### src/spi_flash_pkg.sv
package spi_flash_pkg;

  // ########################################
  // Geometry
  // ########################################
  localparam int NUM_LANES     = 4;         // Flash devices on the bridge
  localparam int LANE_W        = 2;         // paddr bits 17:16
  localparam int ADDR_W        = 18;
  localparam int DATA_W        = 8;
  localparam int FADDR_W       = 24;        // Flash byte address
  localparam int FRAME_W       = 40;        // Opcode + address + data/dummy
  localparam int CNT_W         = 6;
  localparam int REG_SPACE_BIT = 15;        // 1 = register space

  // Register space offsets
  localparam logic [REG_SPACE_BIT-1:0] REG_STATUS = 'd0;
  localparam logic [REG_SPACE_BIT-1:0] REG_WREN   = 'd1;

  // ########################################
  // Flash commands
  // ########################################
  localparam logic [7:0] CMD_READ    = 8'h0B;  // Fast read, one dummy byte
  localparam logic [7:0] CMD_PROGRAM = 8'h02;
  localparam logic [7:0] CMD_WREN    = 8'h06;
  localparam logic [7:0] CMD_RDSR    = 8'h05;

  // Bit counts minus one for the command phase
  localparam logic [CNT_W-1:0] CMD_BITS_LONG  = 6'd39;
  localparam logic [CNT_W-1:0] CMD_BITS_SHORT = 6'd7;
  localparam logic [CNT_W-1:0] READ_BITS      = 6'd8;  // Read phase length in bits

  typedef enum logic [2:0] {
    OP_READ,
    OP_PROGRAM,
    OP_WREN,
    OP_RDSR,
    OP_BAD
  } flash_op_e;

  typedef enum logic [1:0] {
    L_IDLE,
    L_COMMAND,
    L_READING,
    L_DONE
  } lane_state_e;

endpackage

### src/flash_cmd_builder.sv
`timescale 1ns/10ps
module flash_cmd_builder (
  input  logic                                sck,
  input  logic                                nrst,
  input  logic                                psel_i,
  input  logic                                penable_i,
  input  logic                                pwrite_i,
  input  logic [spi_flash_pkg::ADDR_W-1:0]    paddr_i,
  input  logic [spi_flash_pkg::DATA_W-1:0]    pwdata_i,
  input  logic [spi_flash_pkg::NUM_LANES-1:0] done_i,
  output logic [spi_flash_pkg::NUM_LANES-1:0] start_o,
  output logic [spi_flash_pkg::FRAME_W-1:0]   frame_o,
  output logic [spi_flash_pkg::CNT_W-1:0]     cmd_bits_o,
  output logic [spi_flash_pkg::CNT_W-1:0]     data_bits_o,
  output logic                                bad_o
);

  spi_flash_pkg::flash_op_e                    op;
  logic                                        busy;
  logic                                        finish_q;
  logic                                        accept;
  logic [spi_flash_pkg::LANE_W-1:0]            lane;
  logic [spi_flash_pkg::REG_SPACE_BIT-1:0]     offset;
  logic [spi_flash_pkg::FADDR_W-1:0]           flash_addr;
  logic [spi_flash_pkg::FRAME_W-1:0]           frame_d;
  logic [spi_flash_pkg::CNT_W-1:0]             cmd_bits_d;
  logic [spi_flash_pkg::CNT_W-1:0]             data_bits_d;

  assign accept = psel_i & penable_i & ~busy;  // Access phase of a new transfer
  assign lane   = paddr_i[spi_flash_pkg::ADDR_W-1 -: spi_flash_pkg::LANE_W];
  assign offset = paddr_i[spi_flash_pkg::REG_SPACE_BIT-1:0];
  assign flash_addr = {{(spi_flash_pkg::FADDR_W - spi_flash_pkg::REG_SPACE_BIT){1'b0}}, offset};

  // ########################################
  // Address to command decode
  // ########################################
  always_comb begin
    if (paddr_i[spi_flash_pkg::REG_SPACE_BIT]) begin
      if (!pwrite_i && (offset == spi_flash_pkg::REG_STATUS)) begin
        op = spi_flash_pkg::OP_RDSR;
      end else if (pwrite_i && (offset == spi_flash_pkg::REG_WREN)) begin
        op = spi_flash_pkg::OP_WREN;
      end else begin
        op = spi_flash_pkg::OP_BAD;  // Unmapped offset or wrong direction
      end
    end else begin
      op = pwrite_i ? spi_flash_pkg::OP_PROGRAM : spi_flash_pkg::OP_READ;
    end
  end

  always_comb begin
    frame_d     = '0;
    cmd_bits_d  = spi_flash_pkg::CMD_BITS_SHORT;
    data_bits_d = '0;
    case (op)
      spi_flash_pkg::OP_READ: begin
        frame_d     = {spi_flash_pkg::CMD_READ, flash_addr, 8'h00};  // Dummy byte last
        cmd_bits_d  = spi_flash_pkg::CMD_BITS_LONG;
        data_bits_d = spi_flash_pkg::READ_BITS;
      end
      spi_flash_pkg::OP_PROGRAM: begin
        frame_d    = {spi_flash_pkg::CMD_PROGRAM, flash_addr, pwdata_i};
        cmd_bits_d = spi_flash_pkg::CMD_BITS_LONG;
      end
      spi_flash_pkg::OP_WREN: frame_d = {spi_flash_pkg::CMD_WREN, 32'd0};
      spi_flash_pkg::OP_RDSR: begin
        frame_d     = {spi_flash_pkg::CMD_RDSR, 32'd0};
        data_bits_d = spi_flash_pkg::READ_BITS;
      end
      default: frame_d = '0;
    endcase
  end

  // ########################################
  // Launch and busy tracking
  // ########################################
  always_ff @(posedge sck) begin
    if (!nrst) begin
      busy     <= 1'b0;
      finish_q <= 1'b0;
      start_o  <= '0;
      bad_o    <= 1'b0;
    end else begin
      finish_q <= (|done_i) | bad_o;  // Release after the pready cycle
      start_o  <= '0;
      bad_o    <= 1'b0;
      if (accept) begin
        busy <= 1'b1;
        if (op == spi_flash_pkg::OP_BAD) begin
          bad_o <= 1'b1;
        end else begin
          start_o[lane] <= 1'b1;
        end
      end else if (finish_q) begin
        busy <= 1'b0;
      end
    end
  end

  always_ff @(posedge sck) begin
    if (accept) begin
      frame_o     <= frame_d;
      cmd_bits_o  <= cmd_bits_d;
      data_bits_o <= data_bits_d;
    end
  end

endmodule

### src/flash_lane.sv
`timescale 1ns/10ps
module flash_lane (
  input  logic                              sck,
  input  logic                              nrst,
  input  logic                              start_i,
  input  logic [spi_flash_pkg::FRAME_W-1:0] frame_i,
  input  logic [spi_flash_pkg::CNT_W-1:0]   cmd_bits_i,
  input  logic [spi_flash_pkg::CNT_W-1:0]   data_bits_i,
  output logic                              cs_n_o,
  output logic                              mosi_o,
  input  logic                              miso_i,
  output logic                              done_o,
  output logic [7:0]                        rd_byte_o
);

  spi_flash_pkg::lane_state_e               state;
  logic [spi_flash_pkg::CNT_W-1:0]          cnt;
  logic [spi_flash_pkg::CNT_W-1:0]          cmd_bits;
  logic [spi_flash_pkg::CNT_W-1:0]          data_bits;
  logic [spi_flash_pkg::FRAME_W-1:0]        shreg;
  logic                                     load;

  assign load   = start_i && (state == spi_flash_pkg::L_IDLE);
  assign cs_n_o = !((state == spi_flash_pkg::L_COMMAND) ||
                    (state == spi_flash_pkg::L_READING));
  assign mosi_o = (state == spi_flash_pkg::L_COMMAND) & shreg[spi_flash_pkg::FRAME_W-1];
  assign done_o = (state == spi_flash_pkg::L_DONE);

  // ########################################
  // Lane FSM
  // ########################################
  always_ff @(posedge sck) begin
    if (!nrst) begin
      state <= spi_flash_pkg::L_IDLE;
      cnt   <= '0;
    end else begin
      case (state)
        spi_flash_pkg::L_COMMAND: begin
          if (cnt == cmd_bits) begin
            cnt <= '0;
            if (data_bits == '0) begin
              state <= spi_flash_pkg::L_DONE;  // No read phase
            end else begin
              state <= spi_flash_pkg::L_READING;
            end
          end else begin
            cnt <= cnt + 1'b1;
          end
        end
        spi_flash_pkg::L_READING: begin
          if (cnt == data_bits - 1'b1) begin
            cnt   <= '0;
            state <= spi_flash_pkg::L_DONE;
          end else begin
            cnt <= cnt + 1'b1;
          end
        end
        spi_flash_pkg::L_DONE: state <= spi_flash_pkg::L_IDLE;
        default: begin
          cnt <= '0;
          if (load) begin
            state <= spi_flash_pkg::L_COMMAND;
          end
        end
      endcase
    end
  end

  // Frame shifter and read capture
  always_ff @(posedge sck) begin
    if (load) begin
      shreg     <= frame_i;
      cmd_bits  <= cmd_bits_i;
      data_bits <= data_bits_i;
    end else if (state == spi_flash_pkg::L_COMMAND) begin
      shreg <= {shreg[spi_flash_pkg::FRAME_W-2:0], 1'b0};  // MSB first
    end
    if (state == spi_flash_pkg::L_READING) begin
      rd_byte_o <= {rd_byte_o[6:0], miso_i};
    end
  end

endmodule

### src/flash_resp_collect.sv
`timescale 1ns/10ps
module flash_resp_collect (
  input  logic                                  sck,
  input  logic                                  nrst,
  input  logic [spi_flash_pkg::NUM_LANES-1:0]   done_i,
  input  logic [spi_flash_pkg::NUM_LANES*8-1:0] rd_byte_i,
  input  logic                                  bad_i,
  output logic [spi_flash_pkg::DATA_W-1:0]      prdata_o,
  output logic                                  pready_o,
  output logic                                  pslverr_o
);

  logic [7:0] sel_byte;

  // Only one lane can finish per transfer
  always_comb begin
    sel_byte = '0;
    for (int i = 0; i < spi_flash_pkg::NUM_LANES; i++) begin
      if (done_i[i]) begin
        sel_byte = sel_byte | rd_byte_i[i*8 +: 8];
      end
    end
  end

  // ########################################
  // APB response
  // ########################################
  always_ff @(posedge sck) begin
    if (!nrst) begin
      pready_o  <= 1'b0;
      pslverr_o <= 1'b0;
    end else begin
      pready_o  <= (|done_i) | bad_i;  // Single-cycle completion
      pslverr_o <= bad_i;
    end
  end

  always_ff @(posedge sck) begin
    if (|done_i) begin
      prdata_o <= sel_byte;
    end else if (bad_i) begin
      prdata_o <= '0;
    end
  end

endmodule

### src/spi_flash_bridge.sv
`timescale 1ns/10ps
module spi_flash_bridge (
  input  logic                                sck,
  input  logic                                nrst,
  input  logic                                psel_i,
  input  logic                                penable_i,
  input  logic                                pwrite_i,
  input  logic [spi_flash_pkg::ADDR_W-1:0]    paddr_i,
  input  logic [spi_flash_pkg::DATA_W-1:0]    pwdata_i,
  output logic [spi_flash_pkg::DATA_W-1:0]    prdata_o,
  output logic                                pready_o,
  output logic                                pslverr_o,
  output logic [spi_flash_pkg::NUM_LANES-1:0] cs_n_o,
  output logic [spi_flash_pkg::NUM_LANES-1:0] mosi_o,
  input  logic [spi_flash_pkg::NUM_LANES-1:0] miso_i
);

  logic [spi_flash_pkg::NUM_LANES-1:0]   start;
  logic [spi_flash_pkg::NUM_LANES-1:0]   done;
  logic [spi_flash_pkg::NUM_LANES*8-1:0] rd_byte;
  logic [spi_flash_pkg::FRAME_W-1:0]     frame;
  logic [spi_flash_pkg::CNT_W-1:0]       cmd_bits;
  logic [spi_flash_pkg::CNT_W-1:0]       data_bits;
  logic                                  bad;

  flash_cmd_builder builder_i (
    .sck         (sck),
    .nrst        (nrst),
    .psel_i      (psel_i),
    .penable_i   (penable_i),
    .pwrite_i    (pwrite_i),
    .paddr_i     (paddr_i),
    .pwdata_i    (pwdata_i),
    .done_i      (done),
    .start_o     (start),
    .frame_o     (frame),
    .cmd_bits_o  (cmd_bits),
    .data_bits_o (data_bits),
    .bad_o       (bad)
  );

  // ########################################
  // One serial lane per flash device
  // ########################################
  for (genvar g = 0; g < spi_flash_pkg::NUM_LANES; g++) begin : g_lane
    flash_lane lane_i (
      .sck         (sck),
      .nrst        (nrst),
      .start_i     (start[g]),
      .frame_i     (frame),          // Shared, start picks the lane
      .cmd_bits_i  (cmd_bits),
      .data_bits_i (data_bits),
      .cs_n_o      (cs_n_o[g]),
      .mosi_o      (mosi_o[g]),
      .miso_i      (miso_i[g]),
      .done_o      (done[g]),
      .rd_byte_o   (rd_byte[g*8 +: 8])
    );
  end

  flash_resp_collect collect_i (
    .sck       (sck),
    .nrst      (nrst),
    .done_i    (done),
    .rd_byte_i (rd_byte),
    .bad_i     (bad),
    .prdata_o  (prdata_o),
    .pready_o  (pready_o),
    .pslverr_o (pslverr_o)
  );

endmodule

### config.mk
export PLATFORM = sky130hd
export DESIGN_NAME = spi_flash_bridge
export DESIGN_NICKNAME = d
export VERILOG_FILES = /design/src/spi_flash_pkg.sv /design/src/flash_cmd_builder.sv /design/src/flash_lane.sv /design/src/flash_resp_collect.sv /design/src/spi_flash_bridge.sv
export SDC_FILE = /design/constraint.sdc
export NUM_CORES = 1
export LEC_CHECK = 0
export ABC_AREA = 0
export BUFFER_PORTS_ARGS = -buffer_cell sky130_fd_sc_hd__buf_4
export CORE_MARGIN = 2
export CORE_UTILIZATION = 33
export DETAILED_ROUTE_END_ITERATION = 8
export GPL_TIMING_DRIVEN = 0
export HOLD_SLACK_MARGIN = 0.08
export PLACE_DENSITY = 0.51
export SYNTH_ARGS = -nofsm -noshare
export SYNTH_HDL_FRONTEND = slang
export SYNTH_SLANG_ARGS = --single-unit
### constraint.sdc
create_clock -name sck -period 2.75 [get_ports sck]
set_clock_uncertainty 0.15 [all_clocks]
set_input_delay 0 -clock sck [delete_from_list [all_inputs] [get_ports sck]]
set_output_delay 0 -clock sck [all_outputs]
set_load 0.05 [all_outputs]
Yosys cells after proc, flatten, opt, wreduce, memory -nomap -nowiden
Cells that the tools add are included. Widths: inputs -> output; s select.

Register bits: 340. Input port bits: 35. Output and inout bits: 18.

$add $sub $neg: 8. Order comparisons: 2. Eq/ne operators: 33. Multiplexer cells: 58. Bitwise gates (word level): 13. Reduce and logical (&&, ||, !) cells: 45.

Operators by type and width (count): $mux 40 (8); $pmux 36 s4 (1); $pmux 6 s3 (4); $mux 6 (9); $eq 6x6->1 (8); $mux 8 (6); $add 6x1->6 const B (4); $logic_not 6->1 (4); $mux 2 (12); $or 8x8->8 (3); $pmux 2 s3 (4); $sub 6x1->6 const B (4); $eq 2x2->1 const B (8); $ne 2x1->1 const B (8); $reduce_bool 4->1 (4); $eq 15x1->1 const B (1); $logic_not 15->1 (1); $reduce_and 3->1 (4); $reduce_bool 2->1 (6); $mux 1 (9); $mux 3 (3); $eq 2x1->1 const B (4); $logic_not 2->1 (4); $logic_and 1x1->1 (7); other kinds (17) (33).

Logic depth before layout (Yosys ltp)
Gate-level depths: netlist of the first run.

Depth in word-level cells: 9. Mapped depth: 8. Depth with buffers taken out: 8.

Hierarchy
Synthesis of the first run repeated with hierarchy kept, for this count alone.

Cell total of the unflattened synthesis: 971. Area total of the unflattened synthesis: 14305.0 um^2.

By module, submodules not included: flash_lane at g_lane[0].lane_i ... (instances 3, cells each 204, area each 3061.7 um^2); flash_lane at g_lane[3].lane_i (instances 1, cells each 202, area each 3103.0 um^2); flash_cmd_builder (instances 1, cells each 114, area each 1507.7 um^2); flash_resp_collect (instances 1, cells each 43, area each 509.2 um^2).

Worst setup path after synthesis of the first run
Ideal clock, no wire load.

Kind: reg-to-reg. Start: register g_lane[2].lane_i.state[0]. End: register g_lane[2].lane_i.shreg[0] (netlist bit) (enable). Library setup time: 0.536 ns. Data arrival time: 1.852 ns. Path slack: 0.212 ns. Cell stages (with the launch flop): 6. Buffers on the path: 1. Period minus slack after synthesis: 2.538 ns. Cell sequence: dfxtp_1 > inv_1 > ha_1 > nand2_1 > clkbuf_1 > nand2b_1.

Word-level cells in the longest chain between the ends: 3. Elaborated cells between the ends (all ways): 4. Those cells by class: eq/ne: 1; reduce/logical: 3.

RTL lines: from (decl) (line flash_lane.sv:16) `spi_flash_pkg::lane_state_e state;`; from (signal assigned) (line flash_lane.sv:34) `state <= spi_flash_pkg::L_IDLE;`; from (signal assigned) (line flash_lane.sv:42) `state <= spi_flash_pkg::L_DONE;`; from (signal assigned) (line flash_lane.sv:44) `state <= spi_flash_pkg::L_READING;`; $logic_not 2->1 (line flash_lane.sv:23) `assign load = start_i && (state == spi_flash_pkg::L_IDLE);`; $logic_and 1x1->1 (line flash_lane.sv:23); $reduce_bool 2->1 (no source line) (*); to (signal assigned) (line flash_lane.sv:72) `shreg <= frame_i;`; to (signal assigned) (line flash_lane.sv:76) `shreg <= {shreg[spi_flash_pkg::FRAME_W-2:0], 1'b0};`; to (decl) (line flash_lane.sv:20) `logic [spi_flash_pkg::FRAME_W-1:0] shreg;`.

Mark *: on every way between the ends. The rest lies on a longest branch, timed or not. A chain may end at the register's enable or synchronous reset.

Final worst setup path of the first run
Start: input port pwrite_i. End: register builder_i.start_o[1] (netlist bit).

Word-level cells in the longest chain between the ends: 6. Elaborated cells between the ends (all ways): 9. Those cells by class: eq/ne: 1; mux: 4; reduce/logical: 4.

RTL lines: from (decl) (line spi_flash_bridge.sv:7) `input logic pwrite_i,`; $logic_and 1x1->1 / $logic_not 1->1 (equally long branches) (line flash_cmd_builder.sv:41, flash_cmd_builder.sv:39); $mux 3 / $logic_and 1x1->1 (equally long branches) (line flash_cmd_builder.sv:41, flash_cmd_builder.sv:39); $mux 3 (line flash_cmd_builder.sv:39) `if (!pwrite_i && (offset == spi_flash_pkg::REG_STATUS)) begin`; $mux 3 (*) (line flash_cmd_builder.sv:38) `if (paddr_i[spi_flash_pkg::REG_SPACE_BIT]) begin`; $eq 3x3->1 (*) (line flash_cmd_builder.sv:89) `if (op == spi_flash_pkg::OP_BAD) begin`; $reduce_or 3->1 (no source line) (*); to (signal assigned) (line flash_cmd_builder.sv:81) `start_o <= '0;`; to (signal assigned) (line flash_cmd_builder.sv:85) `start_o <= '0;`; to (signal, indexed assignment) (line flash_cmd_builder.sv:92) `start_o[lane] <= 1'b1;`; to (decl) (line flash_cmd_builder.sv:11) `output logic [spi_flash_pkg::NUM_LANES-1:0] start_o,`.

Marked as above.

==> results of run 1 <==
metrics by stage:
step	setup TNS, ns	total power [mW]	instances	setup WS [ns]	hold slack, ns
CTS	0	12.2	1427	0.102	0.106
finish	0	12.1	1427	0.108	0.128
global placement	-135.97	8.16	1309	-0.940	0.0307
floorplan	0	7.48	803	0.212	-0.0732
global route	0	12.7	1427	0.00951	0.126
detailed placement	-5.30	8.27	1313	-0.195	0.0296
worst max-delay path: stages:
cell	delay (ns)
dlygate4sd3_1	0.52
buf_4	0.14
nand2_1	0.06
dlygate4sd3_1	0.57
a21o_1	0.17
dlygate4sd3_1	0.59
a21o_1	0.22
dlygate4sd3_1	0.58
nor3_1	0.13
report_power, final:
| group | switching, mW | total, mW | internal (mW) | leakage, nW |
|---|---|---|---|---|
| combinational | 1.32 | 2.27 | 0.943 | 2.06 |
| clock | 1.61 | 3.84 | 2.22 | 0.448 |
| sequential | 0.280 | 5.96 | 5.68 | 2.50 |
| total | 3.22 | 12.1 | 8.84 | 5.01 |
final cells by class:
| cell class | count | area, sq um | area share [%] |
|---|---|---|---|
| Buffer | 40 | 206 | 1.44 |
| Multi-Input combinational cell | 461 | 3540 | 24.7 |
| Clock buffer | 49 | 862 | 6.02 |
| Tap cell | 455 | 569 | 3.97 |
| Inverter | 25 | 93.8 | 0.655 |
| Clock inverter | 7 | 71.3 | 0.498 |
| Sequential cell | 276 | 7890 | 55.1 |
| Timing Repair Buffer | 114 | 1090 | 7.64 |
cells in the mapped netlist, drive strengths merged, types with 4 or more instances:
| cell type | number | area share [%] |
|---|---|---|
| a211oi | 6 | 0.47 |
| a21oi | 25 | 1.2 |
| a22oi | 16 | 1.0 |
| and2 | 67 | 3.6 |
| and3 | 4 | 0.21 |
| buf | 22 | 1.2 |
| clkbuf | 19 | 0.61 |
| dfxtp | 40 | 6.8 |
| edfxtp | 236 | 61 |
| ha | 24 | 2.6 |
| inv | 24 | 0.77 |
| mux2 | 104 | 10 |
| nand2 | 47 | 1.5 |
| nand2b | 4 | 0.21 |
| nand3 | 19 | 0.81 |
| nor2 | 22 | 0.71 |
| nor2b | 18 | 0.96 |
| nor3 | 13 | 0.56 |
| nor4 | 5 | 0.32 |
| o2111ai | 6 | 0.45 |
| o211ai | 6 | 0.39 |
| o21ai | 17 | 0.79 |
| o31a | 4 | 0.30 |
| o31ai | 7 | 0.45 |
| or4b | 6 | 0.55 |
| xor2 | 4 | 0.30 |
path summary, 6_finish.rpt:
path                            slack, ns                          start                            end
worst max-delay path                 0.11                       pwrite_i           builder_i.start_o[1]
worst min-delay path                 0.13                    paddr_i[16]           builder_i.start_o[3]
worst max register to register       0.28      g_lane[0].lane_i.state[0]     g_lane[0].lane_i.shreg[11]
worst min register to register       0.30  g_lane[2].lane_i.rd_byte_o[0]  g_lane[2].lane_i.rd_byte_o[1]
kinds of logic (layout without fill, tap and decap cells):
group | Yosys count | count (layout) | share of synthesized area, %
compound gates | 105 | 105 | 6.29
xor+xnor | 4 | 4 | 0.300
fa+ha+maj | 24 | 24 | 2.57
buf+inv | 66 | 235 | 2.58
flops | 276 | 276 | 67.4
mux | 104 | 104 | 10.0
simple gates | 224 | 224 | 10.8
cells in the final DEF, fill, tap and decap left out, types with 3 or more instances in the layout:
cell	Yosys	layout
mux2_2	104	104
buf_4	8	59
o21ai_0	15	15
a211oi_1	4	4
edfxtp_1	236	236
a21oi_1	22	22
clkbuf_8	0	4
or3_1	3	3
a21oi_2	3	3
and3_1	4	4
o31ai_1	7	7
nor2b_1	18	18
buf_6	3	3
a21o_1	3	3
o32ai_1	3	3
nand2b_4	0	3
inv_1	23	23
nand3_1	19	19
nor3_1	13	13
and2_1	65	65
buf_16	0	4
or4b_2	3	3
xor2_1	4	4
ha_1	24	24
buf_1	10	9
dfxtp_1	40	40
clkbuf_16	0	30
nor2_1	22	21
nand2_1	47	47
dlygate4sd3_1	0	58
nor4_1	4	4
clkbuf_1	19	32
clkinv_1	1	3
a22oi_1	16	16
nand4b_1	3	3
o2111ai_1	6	6
o31a_1	4	4
o211ai_1	6	6
flip-flops by register name, indices dropped and copies added, names as in the netlist:
register,count
g_lane.lane_i.cnt,24
g_lane.lane_i.shreg,160
g_lane.lane_i.state,8
collect_i.pready_o,1
builder_i.cmd_bits_o,1
builder_i.busy,1
g_lane.lane_i.rd_byte_o,32
collect_i.pslverr_o,1
builder_i.bad_o,1
builder_i.start_o,4
collect_i.prdata_o,8
g_lane.lane_i.data_bits,4
g_lane.lane_i.cmd_bits,4
builder_i.frame_o,27
metal layers:
layer | vias to the layer above | track usage, % | wire length (um)
li1 | 3306 | - | -
met1 | 3359 | 18.6 | 11500
met2 | 117 | 21.6 | 11100
met3 | 36 | 2.00 | 807
met4 | 0 | 3.26 | 527
met5 | - | 0 | 0
repair_timing:
action,CTS,global route
hold endpoints to repair,73,0
gates resized for setup,3,3
setup endpoints to repair,72,21
hold buffers,59,0
pin swaps,0,1
==> out/qor.yml, run 1 <==
detailed_routing:
  drc: 0
  firstDrtPassIters: 4
  route.vias.total: 6818
  drt_iter0_drc: 395
  totalWireLength_mm: 24.0
  ant_nets: 0
  viasPerCell: 4.78
  wire_per_inst_um: 16.8
grt:
  grt_start_max_net_pins: 31
  grt.total_usage_pct: 13.3
  antenna_found_initial: 0
  grt_overflow: 0
  grt_pass1_wl_mm: 38.5
  grt_pass1_vias: 6970
setup_path:
  r2r_cells: 6
  crit_path_start_kind: "input pin"
  cp.arrival_ns: 2.97
  worstPathRequired_ns: 3.08
  critPathMaxFanout: 5
  crit_type: "input pin to register"
  end_kind: "register"
die:
  die_w_um: 192
  die_area_sq_um: 37000
  row_count: 68
  core_area_sq_um: 34700
  initial_utilization_pct: 33.7
  die_y_um: 192
  io_pins: 53
placed_design:
  gp_congestion: 0.757
  dp_hpwl_mm: 16.0
  io_buffers: 51
  placed_area_sq_um: 12800
worst_hold_path:
  hold_path_class: "input pin to register"
  worstHoldPathCells: 4
clock_network:
  clockBufferDepth: 3
  cts_tree: "done"
  numCtsBuffers: 30
  cts_setup_buffers: 0
  path_clk_slew_ns: 0.06
  clockRootBuffer: "clkbuf_16"
  htreeDepth: 1
  clock_sink_count: 276
  clock_latency_ns: 0.55
run:
  max_cap_violations: 0
run_status:
  status: "finished, final reports clean"
synth:
  synth_seq_cells: 276
  ys.flop_type: "edfxtp_1"
  synth_area_sq_um: 11700
  synth_cell_type_count: 61
  netlist_instances: 803
  ys_seq_area_share_pct: 67.4
  syn_area_per_cell_sq_um: 14.6
  synth-edff-count: 236
  yosys_warnings: 0
  synth-async-reset-ratio_pct: 0
  syn-num-nets: 862
cells_and_area:
  fin_nets: 1007
  final_layout_size_suffix_gt1_share_pct: 24.8
  fillers: 3210
  finish.instance_area_sq_um: 14300
  num_antenna_cells: 0
  fin_util_pct: 41.3
  area_growth_pct: 22.5
power_and_ir_drop:
  vdd_drop_max_v: 0.000556
  p_leak_nw: 5.01
  powerDensity_nw_per_um2: 842
timing:
  setup_violations: 0
  min_period_ns: 2.64
  slew_headroom_pct: 55.6
  rsz0062_at_grt: "no"
  slew_viol_final: 0
  final-hold-violation-count: 0
  tightest_slew_ns: 0.666
  max_freq_mhz: 379
  fin_crit_sh_pct: 96.1
Power figures use the tool's default switching activity.
==> run 2: changes to the inputs <==
Settings changed: CORE_UTILIZATION 33 to 59, PLACE_DENSITY 0.51 to 0.8.
==> run 2 against run 1 <==
Via count up 3.0%. Cell count down 13%. Setup slack better by 0.0082 ns. Register-to-register slack better by 0.03 ns. Critical path type unchanged. Largest cell class unchanged. Largest power group unchanged.
==> out/qor.yml, run 2 (same netlist as run 1, synthesis figures left out) <==
power_and_ir_drop:
  p_leak_nw: 5.01  # about the same
  p_sw_mw: 3.22  # about the same
  p_int_mw: 8.71  # was 8.84 mW
  powerDensity_nw_per_um2: 850  # was 842 nW/um^2
  combPwrFrac_pct: 18.7  # was 18.8%
  p_clk_share_pct: 31.3  # was 31.8%
  vdd_drop_max_v: 0.000597  # was 0.000556 V
  p_sw_share_pct: 27.0  # was 26.7%
  seq_power_share_pct: 50.0  # was 49.4%
  p_total_mw: 11.9  # was 12.1 mW
cells_and_area:
  instances_no_fill: 1237  # was 1427
  fillers: 1201  # was 3210
  largestRegisters: "g_lane.lane_i.shreg (160), g_lane.lane_i.rd_byte_o (32), builder_i.frame_o (27)"  # unchanged
  final_layout_size_suffix_gt1_share_pct: 25.6  # was 24.8%
  area_growth_pct: 20.0  # was 22.5%
  largest_reg_flops: 160  # unchanged
  largest_register: "g_lane.lane_i.shreg"  # unchanged
  fin_nets: 1007  # unchanged
  final_cell_mix: "edfxtp_1 (236), mux2_2 (104), and2_1 (65), buf_4 (60), dlygate4sd3_1 (58)"  # was edfxtp_1 (236), mux2_2 (104), and2_1 (65), buf_4 (59), dlygate4sd3_1 (58)
  regArea_sq_um: 7890  # unchanged
  multi_input_area_sq_um: 3530  # was 3540 sq um
  layout_commonest_cell: "edfxtp_1"  # unchanged
grt:
  grt_overflow: 0  # unchanged
  grt_pass1_wl_mm: 36.7  # was 38.5 mm
  grt_start_max_net_pins: 39  # was 31
  grt.total_usage_pct: 22.9  # was 13.3%
  grt_pass1_vias: 6921  # was 6970
  antenna_found_initial: 1  # was 0
detailed_routing:
  wire_per_inst_um: 18.9  # was 16.8 um
  totalWireLength_mm: 23.4  # was 24.0 mm
  ant_nets: 0  # unchanged
  firstDrtPassIters: 5  # was 4
  viasPerCell: 5.68  # was 4.78
  drt_iter0_drc: 515  # was 395
  drc: 0  # unchanged
  route.vias.total: 7025  # was 6818
timing:
  max_freq_mhz: 380  # was 379 MHz
  slew_viol_final: 0  # unchanged
  worst_slack_ns: 0.117  # was 0.108 ns
  tightest_slew_ns: 0.670  # was 0.666 ns
  hold_ws_ns: 0.142  # was 0.128 ns
  slew_headroom_pct: 55.3  # was 55.6%
  final-hold-violation-count: 0  # unchanged
  min_period_ns: 2.63  # was 2.64 ns
  final.setup.tns_ns: 0  # unchanged
  fin_crit_sh_pct: 95.8  # was 96.1%
  setup_violations: 0  # unchanged
  rsz0062_at_grt: "no"  # unchanged
worst_hold_path:
  min_from: "paddr_i[17]"  # was paddr_i[16]
  hold_path_class: "input pin to register"  # unchanged
setup_path:
  cp.arrival_ns: 2.90  # was 2.97 ns
  r2r_start: "g_lane[0].lane_i.state[0]"  # unchanged
  crit_slowest_cell: "dlygate4sd3_1"  # unchanged
  cpPeakStageDelay_ns: 0.57  # was 0.59 ns
  worstPathRequired_ns: 3.01  # was 3.08 ns
  crit_path_start: "paddr_i[1]"  # was pwrite_i
  critPathTopFamily: "buffers and inverters"  # unchanged
  crit_buf_inv: 4  # was 5
  worstPathCellList: "dlygate4sd3_1, buf_4, nor4_1, nand4_1, nor2_1, dlygate4sd3_1, nor2_1, dlygate4sd3_1, nor2_1"  # was dlygate4sd3_1, buf_4, nand2_1, dlygate4sd3_1, a21o_1, dlygate4sd3_1, a21o_1, dlygate4sd3_1, nor3_1
  crit_type: "input pin to register"  # unchanged
  end_kind: "register"  # unchanged
  critPathMaxFanout: 3  # was 5
  crit_path_start_kind: "input pin"  # unchanged
clock_network:
  clockRootBuffer: "clkbuf_16"  # unchanged
  path_clk_slew_ns: 0.07  # was 0.06 ns
  clock_sink_count: 276  # unchanged
  htreeDepth: 1  # unchanged
  clockBufferDepth: 3  # unchanged
  clock_latency_ns: 0.56  # was 0.55 ns
  cts_tree: "done"  # unchanged
  numCtsBuffers: 29  # was 30
die:
  die_w_um: 145  # was 192 um
  core_area_sq_um: 19500  # was 34700 sq um
  row_count: 51  # was 68
  initial_utilization_pct: 60.1  # was 33.7%
  die_area_sq_um: 21000  # was 37000 sq um
  io_pins: 53  # unchanged
  die_y_um: 145  # was 192 um
placed_design:
  gp_congestion: 0.794  # was 0.757
  dp_slack_ns: -0.0619  # was -0.195 ns
  dp.cells: 1123  # was 1313
  io_buffers: 51  # unchanged
  dp_hpwl_mm: 14.4  # was 16.0 mm
run:
  max_cap_violations: 0  # unchanged
run_status:
  status: "finished, final reports clean"  # unchanged
==> run 2: cell types whose count changed in the layout (fill, tap and decap cells not counted), sizes merged <==
cell,before,now
buf,77,78
clkbuf,68,57
clkinvlp,1,0
inv,24,27
diode,0,1
clkinv,6,13
==> run 2: power by group through the flow <==
stage               logic [mW]  clock network, mW  registers [mW]
finish                    2.23               3.73            5.97
global route              2.43               3.94            6.05
CTS                       2.24               3.78            5.97
detailed placement        2.15                  0            6.04
global placement          2.01                  0            6.05
floorplan                 1.43                  0            6.05
==> run 2: metrics by stage <==
step / cell area (sq um) / util [%]
CTS: 14000 / 72.1
finish: 14000 / 72.1
global placement: 12400 / 63.8
detailed placement: 12500 / 64.3
floorplan: 11700 / -
global route: 14000 / 72.1
==> run 2: final timing paths <==
| kind | to | slack (ns) | cells after the start |
|---|---|---|---|
| worst max register to register | g_lane[0].lane_i.shreg[6] | 0.31 | 6 |
| worst max-delay path | builder_i.frame_o[32] | 0.12 | 9 |
| worst min register to register | g_lane[2].lane_i.rd_byte_o[3] | 0.30 | 0 |
| worst min-delay path | builder_i.start_o[3] | 0.14 | 4 |
==> run 2: final cells by class <==
cell class	instances	share of cell area [%]
plain buffers	40	1.46
multi-input cells	461	25.2
flip-flops and latches	276	56.2
repair buffers	115	7.63
inverters	25	0.669
diodes	1	0.0178
well taps	265	2.36
clock buffers	38	5.63
clock inverters	16	0.874
==> run 2: worst reg2reg max path, stage by stage (launching register included) <==
cell	delay, ns
dfxtp_1	0.40
inv_1	0.12
ha_1	0.27
nand2_1	0.23
clkbuf_1	0.45
nand2b_2	0.29
buf_12	0.25
==> run 2: per-layer routing <==
metal / wire [um] / GRT usage [%] / vias up
met1: 10100 / 30.6 / 3473
met5: 0 / 0 / -
met3: 1220 / 4.01 / 43
met2: 11500 / 38.9 / 213
met4: 598 / 6.49 / 0
li1: - / - / 3296
==> run 2: timing repair <==
action,in CTS,in global routing
buffers inserted,0,1
endpoints found under the setup margin,9,28
hold buffers,60,0
pin swaps,0,2
hold endpoints to repair,79,0
gates resized for setup,0,3
